$ cat src/kick_pkg.sv
// Shared widths, region and arbiter enums, and bus structs for the memory core and its testbench
package kick_pkg;

    // SDRAM word address and loader byte address widths
    localparam int sdram_aw = 22;
    localparam int ioctl_aw = 25;

    // Loader byte write, as presented by the ioctl port
    typedef struct packed {
        logic [ioctl_aw-1:0] addr;  // Byte address
        logic [7:0]          dout;  // Byte to program
        logic                wr;    // Write strobe
    } ioctl_t;

    // SDRAM programming write
    typedef struct packed {
        logic [sdram_aw-1:0] addr;  // Word address, or PROM byte offset
        logic [7:0]          data;
        logic [1:0]          mask;  // Active low lane mask
        logic                we;    // Held until sdram_ack
    } prog_t;

    // Refill request from one slot to the arbiter
    typedef struct packed {
        logic                req;
        logic [sdram_aw-1:0] addr;  // Absolute SDRAM word address
    } slot_req_t;

    // Loader regions, in ascending address order
    typedef enum logic [2:0] {
        region_main,
        region_scr,
        region_obj,
        region_pcm,
        region_prom
    } region_e;

    // SDRAM read sequence
    typedef enum logic [1:0] {
        arb_idle,       // Waiting for a slot request
        arb_wait_ack,   // sdram_req up
        arb_wait_data   // Acked, data_rdy pending
    } arb_state_e;

endpackage

$ cat src/kick_dwnld.sv
// Turns loader byte writes into masked SDRAM word writes, reorders graphics addresses, routes PROM bytes
`timescale 1ns/1ps

module kick_dwnld #(
    parameter int unsigned scr_start  = 32'h1_0000,
    parameter int unsigned obj_start  = 32'h2_0000,
    parameter int unsigned pcm_start  = 32'h3_0000,
    parameter int unsigned prom_start = 32'h3_8000
) (
    input  logic             clk,
    input  logic             rst_n,
    input  logic             downloading,
    input  kick_pkg::ioctl_t ioctl,
    input  logic             sdram_ack,
    output kick_pkg::prog_t  prog,
    output logic             prom_we
);

    localparam logic [kick_pkg::ioctl_aw-1:0] scr_b  = scr_start[kick_pkg::ioctl_aw-1:0];
    localparam logic [kick_pkg::ioctl_aw-1:0] obj_b  = obj_start[kick_pkg::ioctl_aw-1:0];
    localparam logic [kick_pkg::ioctl_aw-1:0] pcm_b  = pcm_start[kick_pkg::ioctl_aw-1:0];
    localparam logic [kick_pkg::ioctl_aw-1:0] prom_b = prom_start[kick_pkg::ioctl_aw-1:0];

    kick_pkg::region_e             region;
    logic [kick_pkg::sdram_aw-1:0] pre_addr;   // Plain word address
    logic [kick_pkg::sdram_aw-1:0] prom_addr;  // Byte offset inside the PROM area
    logic [kick_pkg::sdram_aw-1:0] map_addr;
    logic                          wr_en;
    logic [kick_pkg::sdram_aw-1:0] addr_q;
    logic [7:0]                    data_q;
    logic [1:0]                    mask_q;
    logic                          we_q;

    assign wr_en     = downloading & ioctl.wr;
    assign pre_addr  = ioctl.addr[kick_pkg::sdram_aw:1];
    assign prom_addr = ioctl.addr[kick_pkg::sdram_aw-1:0] - prom_b[kick_pkg::sdram_aw-1:0];

    always_comb begin
        if (ioctl.addr < scr_b)       region = kick_pkg::region_main;
        else if (ioctl.addr < obj_b)  region = kick_pkg::region_scr;
        else if (ioctl.addr < pcm_b)  region = kick_pkg::region_obj;
        else if (ioctl.addr < prom_b) region = kick_pkg::region_pcm;
        else                          region = kick_pkg::region_prom;
    end

    // Tile and sprite data get their lines interleaved for 16-bit fetches
    always_comb begin
        map_addr = pre_addr;
        case (region)
            kick_pkg::region_scr: begin
                map_addr[0]   = ~pre_addr[3];
                map_addr[3:1] =  pre_addr[2:0];
            end
            kick_pkg::region_obj: begin
                map_addr[0]   = ~pre_addr[3];
                map_addr[1]   = ~pre_addr[4];
                map_addr[5:2] = {pre_addr[5], pre_addr[2:0]};
            end
            kick_pkg::region_prom: map_addr = prom_addr;
            default: map_addr = pre_addr;
        endcase
    end

    always_ff @(posedge clk) begin
        if (wr_en) begin
            addr_q <= map_addr;
            data_q <= ioctl.dout;
            mask_q <= ioctl.addr[0] ? 2'b01 : 2'b10;  // Odd bytes go to the upper lane
        end
    end

    always_ff @(posedge clk or negedge rst_n) begin
        if (!rst_n) begin
            we_q    <= 1'b0;
            prom_we <= 1'b0;
        end else begin
            prom_we <= wr_en && region == kick_pkg::region_prom;  // Single cycle
            if (wr_en && region != kick_pkg::region_prom) begin
                we_q <= 1'b1;
            end else if (sdram_ack) begin
                we_q <= 1'b0;
            end
        end
    end

    assign prog = '{addr: addr_q, data: data_q, mask: mask_q, we: we_q};

endmodule

$ cat src/kick_frac_cen.sv
// Fractional n/m clock-enable generator; cen[0] is the base strobe, higher taps divide it by 2, 4, 8
`timescale 1ns/1ps

module kick_frac_cen #(
    parameter int w = 4     // Number of enable taps
) (
    input  logic         clk,
    input  logic         rst_n,
    input  logic [9:0]   n,
    input  logic [9:0]   m,
    output logic [w-1:0] cen
);

    logic [9:0]   acc;
    logic [10:0]  sum;
    logic [10:0]  rem;
    logic         base;
    logic [w-2:0] cnt;  // Base pulses seen so far

    assign sum  = {1'b0, acc} + {1'b0, n};
    assign rem  = sum - {1'b0, m};
    assign base = sum >= {1'b0, m};    // Strobe in the cycle the sum wraps

    always_ff @(posedge clk or negedge rst_n) begin
        if (!rst_n) begin
            acc <= '0;
            cnt <= '0;
        end else begin
            acc <= base ? rem[9:0] : sum[9:0];
            if (base) begin
                cnt <= cnt + 1'b1;
            end
        end
    end

    assign cen[0] = base;

    // Tap i fires on every 2^i-th base pulse
    genvar i;
    generate
        for (i = 1; i < w; i++) begin : g_tap
            assign cen[i] = base & (&cnt[i-1:0]);
        end
    endgenerate

endmodule

$ cat src/kick_mem_top.sv
// Memory and timing core top: enable generator, ROM download path, three ROM slots and SDRAM arbiter
`timescale 1ns/1ps

module kick_mem_top #(
    parameter int unsigned scr_start  = 32'h1_0000,
    parameter int unsigned obj_start  = 32'h2_0000,
    parameter int unsigned pcm_start  = 32'h3_0000,
    parameter int unsigned prom_start = 32'h3_8000
) (
    input  logic             clk,
    input  logic             rst_n,
    input  logic             vsync60,     // High for 6MHz pixel clock, low for 6.144MHz
    output logic             pxl2_cen,
    output logic             pxl_cen,
    output logic             cpu_cen,
    // ROM download
    input  logic             downloading,
    output logic             dwnld_busy,
    input  kick_pkg::ioctl_t ioctl,
    output kick_pkg::prog_t  prog,
    output logic             prom_we,
    // Scroll tiles
    input  logic             scr_cs,
    input  logic [12:0]      scr_addr,
    output logic [15:0]      scr_data,
    output logic             scr_ok,
    // Objects
    input  logic             obj_cs,
    input  logic [13:0]      obj_addr,
    output logic [15:0]      obj_data,
    output logic             obj_ok,
    // Main CPU
    input  logic             main_cs,
    input  logic [15:0]      main_addr,
    output logic [7:0]       main_data,
    output logic             main_ok,
    // SDRAM read port
    output logic             sdram_req,
    output logic [21:0]      sdram_addr,
    input  logic             sdram_ack,
    input  logic             data_rdy,
    input  logic [15:0]      data_read
);

    localparam int taps = 3;

    logic [taps-1:0]           cen;
    kick_pkg::slot_req_t [2:0] slot_req;   // 0 scroll, 1 object, 2 main
    logic [2:0]                fill;
    logic [15:0]               fill_data;

    assign dwnld_busy = downloading;
    assign pxl2_cen   = cen[0];  // ~12MHz
    assign pxl_cen    = cen[1];  // ~6MHz
    assign cpu_cen    = cen[2];

    kick_frac_cen #(.w(taps)) u_cen (
        .clk    ( clk                          ),
        .rst_n  ( rst_n                        ),
        .n      ( vsync60 ? 10'd1 : 10'd32     ),
        .m      ( vsync60 ? 10'd4 : 10'd125    ),
        .cen    ( cen                          )
    );

    kick_dwnld #(
        .scr_start  ( scr_start  ),
        .obj_start  ( obj_start  ),
        .pcm_start  ( pcm_start  ),
        .prom_start ( prom_start )
    ) u_dwnld (
        .clk         ( clk         ),
        .rst_n       ( rst_n       ),
        .downloading ( downloading ),
        .ioctl       ( ioctl       ),
        .sdram_ack   ( sdram_ack   ),
        .prog        ( prog        ),
        .prom_we     ( prom_we     )
    );

    kick_rom_slot #(.aw(13), .dw(16), .offset(scr_start >> 1)) u_scr_slot (
        .clk ( clk ), .rst_n ( rst_n ),
        .cs ( scr_cs ), .addr ( scr_addr ), .data ( scr_data ), .ok ( scr_ok ),
        .req ( slot_req[0] ), .fill ( fill[0] ), .fill_data ( fill_data )
    );

    kick_rom_slot #(.aw(14), .dw(16), .offset(obj_start >> 1)) u_obj_slot (
        .clk ( clk ), .rst_n ( rst_n ),
        .cs ( obj_cs ), .addr ( obj_addr ), .data ( obj_data ), .ok ( obj_ok ),
        .req ( slot_req[1] ), .fill ( fill[1] ), .fill_data ( fill_data )
    );

    kick_rom_slot #(.aw(16), .dw(8), .offset(0)) u_main_slot (
        .clk ( clk ), .rst_n ( rst_n ),
        .cs ( main_cs ), .addr ( main_addr ), .data ( main_data ), .ok ( main_ok ),
        .req ( slot_req[2] ), .fill ( fill[2] ), .fill_data ( fill_data )
    );

    kick_rom_arbiter #(.slots(3)) u_arb (
        .clk         ( clk         ),
        .rst_n       ( rst_n       ),
        .downloading ( downloading ),
        .req         ( slot_req    ),
        .fill        ( fill        ),
        .fill_data   ( fill_data   ),
        .sdram_req   ( sdram_req   ),
        .sdram_addr  ( sdram_addr  ),
        .sdram_ack   ( sdram_ack   ),
        .data_rdy    ( data_rdy    ),
        .data_read   ( data_read   )
    );

endmodule

$ cat src/kick_rom_arbiter.sv
// Fixed-priority SDRAM read arbiter; lowest slot index wins, one request outstanding at a time
`timescale 1ns/1ps

module kick_rom_arbiter #(
    parameter int slots = 3
) (
    input  logic                                clk,
    input  logic                                rst_n,
    input  logic                                downloading,
    input  kick_pkg::slot_req_t [slots-1:0]     req,
    output logic [slots-1:0]                    fill,
    output logic [15:0]                         fill_data,
    output logic                                sdram_req,
    output logic [kick_pkg::sdram_aw-1:0]       sdram_addr,
    input  logic                                sdram_ack,
    input  logic                                data_rdy,
    input  logic [15:0]                         data_read
);

    localparam int gw = (slots > 1) ? $clog2(slots) : 1;

    kick_pkg::arb_state_e state;
    logic [gw-1:0]        pick;     // Lowest requesting slot
    logic [gw-1:0]        grant;
    logic                 any_req;
    logic                 start;

    always_comb begin
        pick    = '0;
        any_req = 1'b0;
        for (int i = slots - 1; i >= 0; i--) begin
            if (req[i].req) begin
                pick    = gw'(i);
                any_req = 1'b1;
            end
        end
    end

    // No new reads while the loader owns the SDRAM
    assign start = state == kick_pkg::arb_idle && any_req && !downloading;

    always_ff @(posedge clk or negedge rst_n) begin
        if (!rst_n) begin
            state     <= kick_pkg::arb_idle;
            grant     <= '0;
            sdram_req <= 1'b0;
        end else begin
            case (state)
                kick_pkg::arb_idle: begin
                    if (start) begin
                        grant     <= pick;
                        sdram_req <= 1'b1;
                        state     <= kick_pkg::arb_wait_ack;
                    end
                end
                kick_pkg::arb_wait_ack: begin
                    if (sdram_ack) begin
                        sdram_req <= 1'b0;
                        state     <= kick_pkg::arb_wait_data;
                    end
                end
                kick_pkg::arb_wait_data: begin
                    if (data_rdy) begin
                        state <= kick_pkg::arb_idle;
                    end
                end
                default: state <= kick_pkg::arb_idle;
            endcase
        end
    end

    always_ff @(posedge clk) begin
        if (start) begin
            sdram_addr <= req[pick].addr;
        end
    end

    // Fill strobe in the data_rdy cycle so the slot's request drops before the next grant
    always_comb begin
        fill = '0;
        if (state == kick_pkg::arb_wait_data && data_rdy) begin
            fill[grant] = 1'b1;
        end
    end

    assign fill_data = data_read;   // Only the granted slot samples it

endmodule

$ cat src/kick_rom_slot.sv
// One ROM client slot with a single-word cache; requests a refill on a miss and picks a byte lane
`timescale 1ns/1ps

module kick_rom_slot #(
    parameter int          aw     = 16,  // Client address width
    parameter int          dw     = 8,   // 8 or 16
    parameter int unsigned offset = 0    // SDRAM word offset of the region
) (
    input  logic                  clk,
    input  logic                  rst_n,
    input  logic                  cs,
    input  logic [aw-1:0]         addr,
    output logic [dw-1:0]         data,
    output logic                  ok,
    output kick_pkg::slot_req_t   req,
    input  logic                  fill,
    input  logic [15:0]           fill_data
);

    // 8-bit clients use byte addresses, bit 0 selects the lane
    localparam int ww = (dw == 8) ? aw - 1 : aw;
    localparam logic [kick_pkg::sdram_aw-1:0] off_w = offset[kick_pkg::sdram_aw-1:0];

    logic [ww-1:0]                 word_addr;
    logic [kick_pkg::sdram_aw-1:0] word_abs;
    logic [kick_pkg::sdram_aw-1:0] cache_addr;
    logic [15:0]                   cache_data;
    logic                          cache_valid;

    generate
        if (dw == 8) begin : g_byte
            assign word_addr = addr[aw-1:1];
            assign data      = addr[0] ? cache_data[15:8] : cache_data[7:0];
        end else begin : g_word
            assign word_addr = addr;
            assign data      = cache_data;
        end
    endgenerate

    assign word_abs = off_w + {{(kick_pkg::sdram_aw-ww){1'b0}}, word_addr};

    assign ok  = cache_valid && cache_addr == word_abs;
    assign req = '{req: cs & ~ok, addr: word_abs};  // Up until the fill lands

    always_ff @(posedge clk) begin
        if (fill) begin
            cache_addr <= word_abs;  // Client holds addr steady while waiting
            cache_data <= fill_data;
        end
    end

    always_ff @(posedge clk or negedge rst_n) begin
        if (!rst_n) begin
            cache_valid <= 1'b0;
        end else if (fill) begin
            cache_valid <= 1'b1;
        end
    end

endmodule

$ cat config.mk
export PLATFORM = sky130hd
export DESIGN_NAME = kick_mem_top
export DESIGN_NICKNAME = d
export VERILOG_FILES = /design/src/kick_pkg.sv /design/src/kick_dwnld.sv /design/src/kick_frac_cen.sv /design/src/kick_mem_top.sv /design/src/kick_rom_arbiter.sv /design/src/kick_rom_slot.sv
export SDC_FILE = /design/constraint.sdc
export NUM_CORES = 1
export LEC_CHECK = 0
export ABC_AREA = 1
export BUFFER_PORTS_ARGS = -buffer_cell sky130_fd_sc_hd__clkbuf_2
export CORE_MARGIN = 4
export CORE_UTILIZATION = 35
export CTS_CLUSTER_SIZE = 30
export DETAILED_ROUTE_END_ITERATION = 10
export SLEW_MARGIN = 20
export SYNTH_ARGS = -nofsm -noshare
export SYNTH_HDL_FRONTEND = slang
export SYNTH_SLANG_ARGS = --single-unit
$ cat constraint.sdc
create_clock -name clk -period 3.4 [get_ports clk]
set_input_delay 0.68 -clock clk [delete_from_list [all_inputs] [get_ports clk]]
set_output_delay 0.68 -clock clk [all_outputs]
set_load 0.1 [all_outputs]
==> results.json <==
{
  "n_fill_cell": 2118,
  "area_growth_pct": 28.6,
  "max_freq_mhz": 283,
  "worstPathRequired_ps": 2720,
  "ys_warn_count": 0,
  "finClkSkew_ps": 7.18,
  "path_max_fanout": 3,
  "p_clk_share_pct": 26.1,
  "gp_congestion": 0.851,
  "antenna_found_initial": 3,
  "rows": 54,
  "io_buffers": 200,
  "cts-hold-fix-buffers": 0,
  "fin_cells": 1336,
  "status": "finished with violations",
  "final_area_um2": 10100,
  "regArea_um2": 4720,
  "grt_pass1_vias": 5912,
  "violations": "setup timing",
  "die_area_um2": 24900,
  "hold_path.class": "in -> async",
  "finalSetupViolCount": 3,
  "insertion_delay_ps": 420,
  "postPlaceCellArea_um2": 9420,
  "drc": 0,
  "peakVddDrop_mv": 1.18,
  "grt_max_degree": 34,
  "period_share_pct": 104,
  "switching_share_pct": 40.6,
  "grt-ovfl-total": 0,
  "holdWs_ps": 299,
  "clk_pin_slew_ps": 60,
  "cts_tree": "yes",
  "cts.sinks": 161,
  "drv_cap": 0,
  "syn_area_um2": 7840,
  "p_comb_share_pct": 39.8,
  "drv_slew": 0,
  "start_kind": "primary input",
  "p_sw_mw": 3.10,
  "start_util_pct": 35.7,
  "max-clock-path-buffers": 2,
  "final_common_cell": "nand2_1",
  "tightest_slew_ps": 690,
  "final_cell_mix": "nand2_1 (234), clkbuf_2 (196), edfxtp_1 (139)",
  "worst_slack_ps": -135,
  "synth_seq_area_share_pct": 60.3,
  "grt_usage_pct": 16.3,
  "synthCells": 815,
  "fin_tns_setup_ps": -381,
  "r2r_setup_slack_ps": 850,
  "h-tree-depth": 4,
  "cts-root-buf": "clkbuf_16",
  "numCtsBuffers": 17,
  "synthDistinctLibCells": 44,
  "hold_viol": 0,
  "worstSetupPathType": "in -> out",
  "cp-end-kind": "output pin",
  "multi_input_area_um2": 2620,
  "p_leak_nw": 4.83,
  "p_per_area_nw_per_um2": 758,
  "vias_per_cell": 4.51,
  "place_inst": 1302,
  "nets": 1156,
  "post-route-util_pct": 45.9,
  "core_um2": 22000,
  "syn_area_per_cell_um2": 9.62,
  "arrival_ps": 2860,
  "die_x_um": 158,
  "wl_per_cell_um": 14.8,
  "detail-route-antenna-nets": 0,
  "dr_total_vias": 6024,
  "wl_mm": 19.8,
  "power.share.sequential_pct": 34.1,
  "firstDrtPassIters": 5,
  "num_antenna_cells": 0,
  "rsz0062_at_grt": "yes",
  "io_pins": 206,
  "layout-drive-gt1-share_pct": 30.6,
  "p_int_mw": 4.54,
  "drtIter0Drc": 325,
  "dp_hpwl_mm": 15.1,
  "finalCriticalPeriod_ps": 3540,
  "grt_pass1_wl_mm": 31.2,
  "max_slew_margin_pct": 54.0,
  "ys_ff_latch": 161,
  "dieHeight_um": 158
}
registers in the layout, indices dropped and copies added, names as in the netlist, 13 cells and up:
register	count
u_arb.sdram_addr	17
u_main_slot.cache_data	16
u_scr_slot.data	16
u_scr_slot.cache_addr	13
u_obj_slot.data	16
u_main_slot.cache_addr	15
u_dwnld.addr_q	22
u_obj_slot.cache_addr	14
cells by family after synthesis:
kind of cell	Yosys count	synth area share, %
AND/OR/NAND/NOR	418	23.1
flip-flops	161	60.3
buffers and inverters	159	8.30
AO/OA/AOI/OAI	38	2.95
XOR/XNOR	19	2.46
adder cells (fa/ha/maj)	11	1.76
multiplexers	8	1.15
other	1	0.0478
cells in the mapped netlist (all sizes together):
| cell | number | share of area (%) |
|---|---|---|
| xnor2 | 6 | 0.67 |
| a21oi | 7 | 0.54 |
| inv | 138 | 6.6 |
| o31ai | 1 | 0.096 |
| o21a | 1 | 0.096 |
| mux2 | 8 | 1.1 |
| a21boi | 2 | 0.19 |
| or2 | 3 | 0.24 |
| nor4 | 2 | 0.16 |
| o21ai | 21 | 1.4 |
| nand4 | 15 | 1.3 |
| o21bai | 2 | 0.24 |
| xor2 | 13 | 1.8 |
| nand2 | 254 | 13 |
| edfxtp | 139 | 53 |
| a31oi | 1 | 0.080 |
| ha | 11 | 1.8 |
| o211ai | 1 | 0.096 |
| nor3 | 10 | 0.64 |
| nor2 | 57 | 3.0 |
| buf | 18 | 1.5 |
| conb | 1 | 0.048 |
| o2111ai | 2 | 0.22 |
| clkinv | 1 | 0.048 |
| nand3 | 74 | 4.8 |
| clkbuf | 2 | 0.096 |
| dfrtp | 22 | 7.0 |
| nor3b | 1 | 0.096 |
| and3 | 2 | 0.16 |
per-stage QoR:
stage,setup slack (ps),power [mW]
after global placement,-277,5.61
after CTS,-204,7.71
final,-135,7.64
after detailed placement,-331,5.64
after global routing,-291,8.10
after floorplan,-94.2,4.91
critical path: stages:
cell,delay [ps]
clkbuf_8,140
inv_12,30
ha_4,260
nand2_4,60
nor3_4,150
a21oi_2,80
xor2_1,170
inv_2,80
ha_4,260
nand2_4,60
inv_2,40
nand3_2,50
nor2_2,40
nor2_2,130
nand4_2,90
nor2_2,130
nand2_2,100
buf_4,150
buf_12,160
power by group through the flow:
| stage | clock (mW) | sequential [mW] | combinational (mW) |
|---|---|---|---|
| floorplan | 0 | 3.31 | 1.60 |
| global placement | 0 | 2.64 | 2.96 |
| detailed placement | 0 | 2.64 | 3.00 |
| CTS | 2.05 | 2.61 | 3.05 |
| global route | 2.15 | 2.64 | 3.32 |
| finish | 1.99 | 2.61 | 3.04 |
routing by layer:
| metal | global-route usage [%] | routed length, µm | part of all wire, % | vias to the layer above |
|---|---|---|---|---|
| met4 | 3.93 | 182 | 0.92 | 6 |
| met1 | 20.7 | 8450 | 43 | 2767 |
| li1 | - | - | - | 3093 |
| met2 | 27.5 | 9870 | 50 | 141 |
| met5 | 0 | 41 | 0.21 | - |
| met3 | 4.62 | 1210 | 6.1 | 17 |
layout make-up:
type                    instances  share of cell area, %
repair buffers                225                   12.3
well taps                     280                   3.48
clock buffers                  18                   4.26
inverters                     139                   5.33
clock inverters                14                   1.75
multi-input cells             499                   26.0
flip-flops and latches        161                   46.9
repair_timing:
item | CTS | global route
setup buffers | 1 | 1
endpoints found under the setup margin | 3 | 3
gates cloned | 0 | 0
pin swaps | 2 | 1
endpoints found under the hold margin | 0 | 0
gates resized for setup | 8 | 1
path summary, 6_finish.rpt:
path	start	endpoint	cells past startpoint
max	vsync60	pxl2_cen	19
min	rst_n	u_cen.cnt[0]	1
max reg2reg	u_cen.acc[5]	u_cen.acc[4]	18
min reg2reg	u_obj_slot.cache_valid	u_obj_slot.cache_valid	1
max in group asynchronous	rst_n	u_cen.acc[6]	1
min in group clk	ioctl[2]	u_dwnld.data_q[1]	1
(Power assumes the default switching activity.)
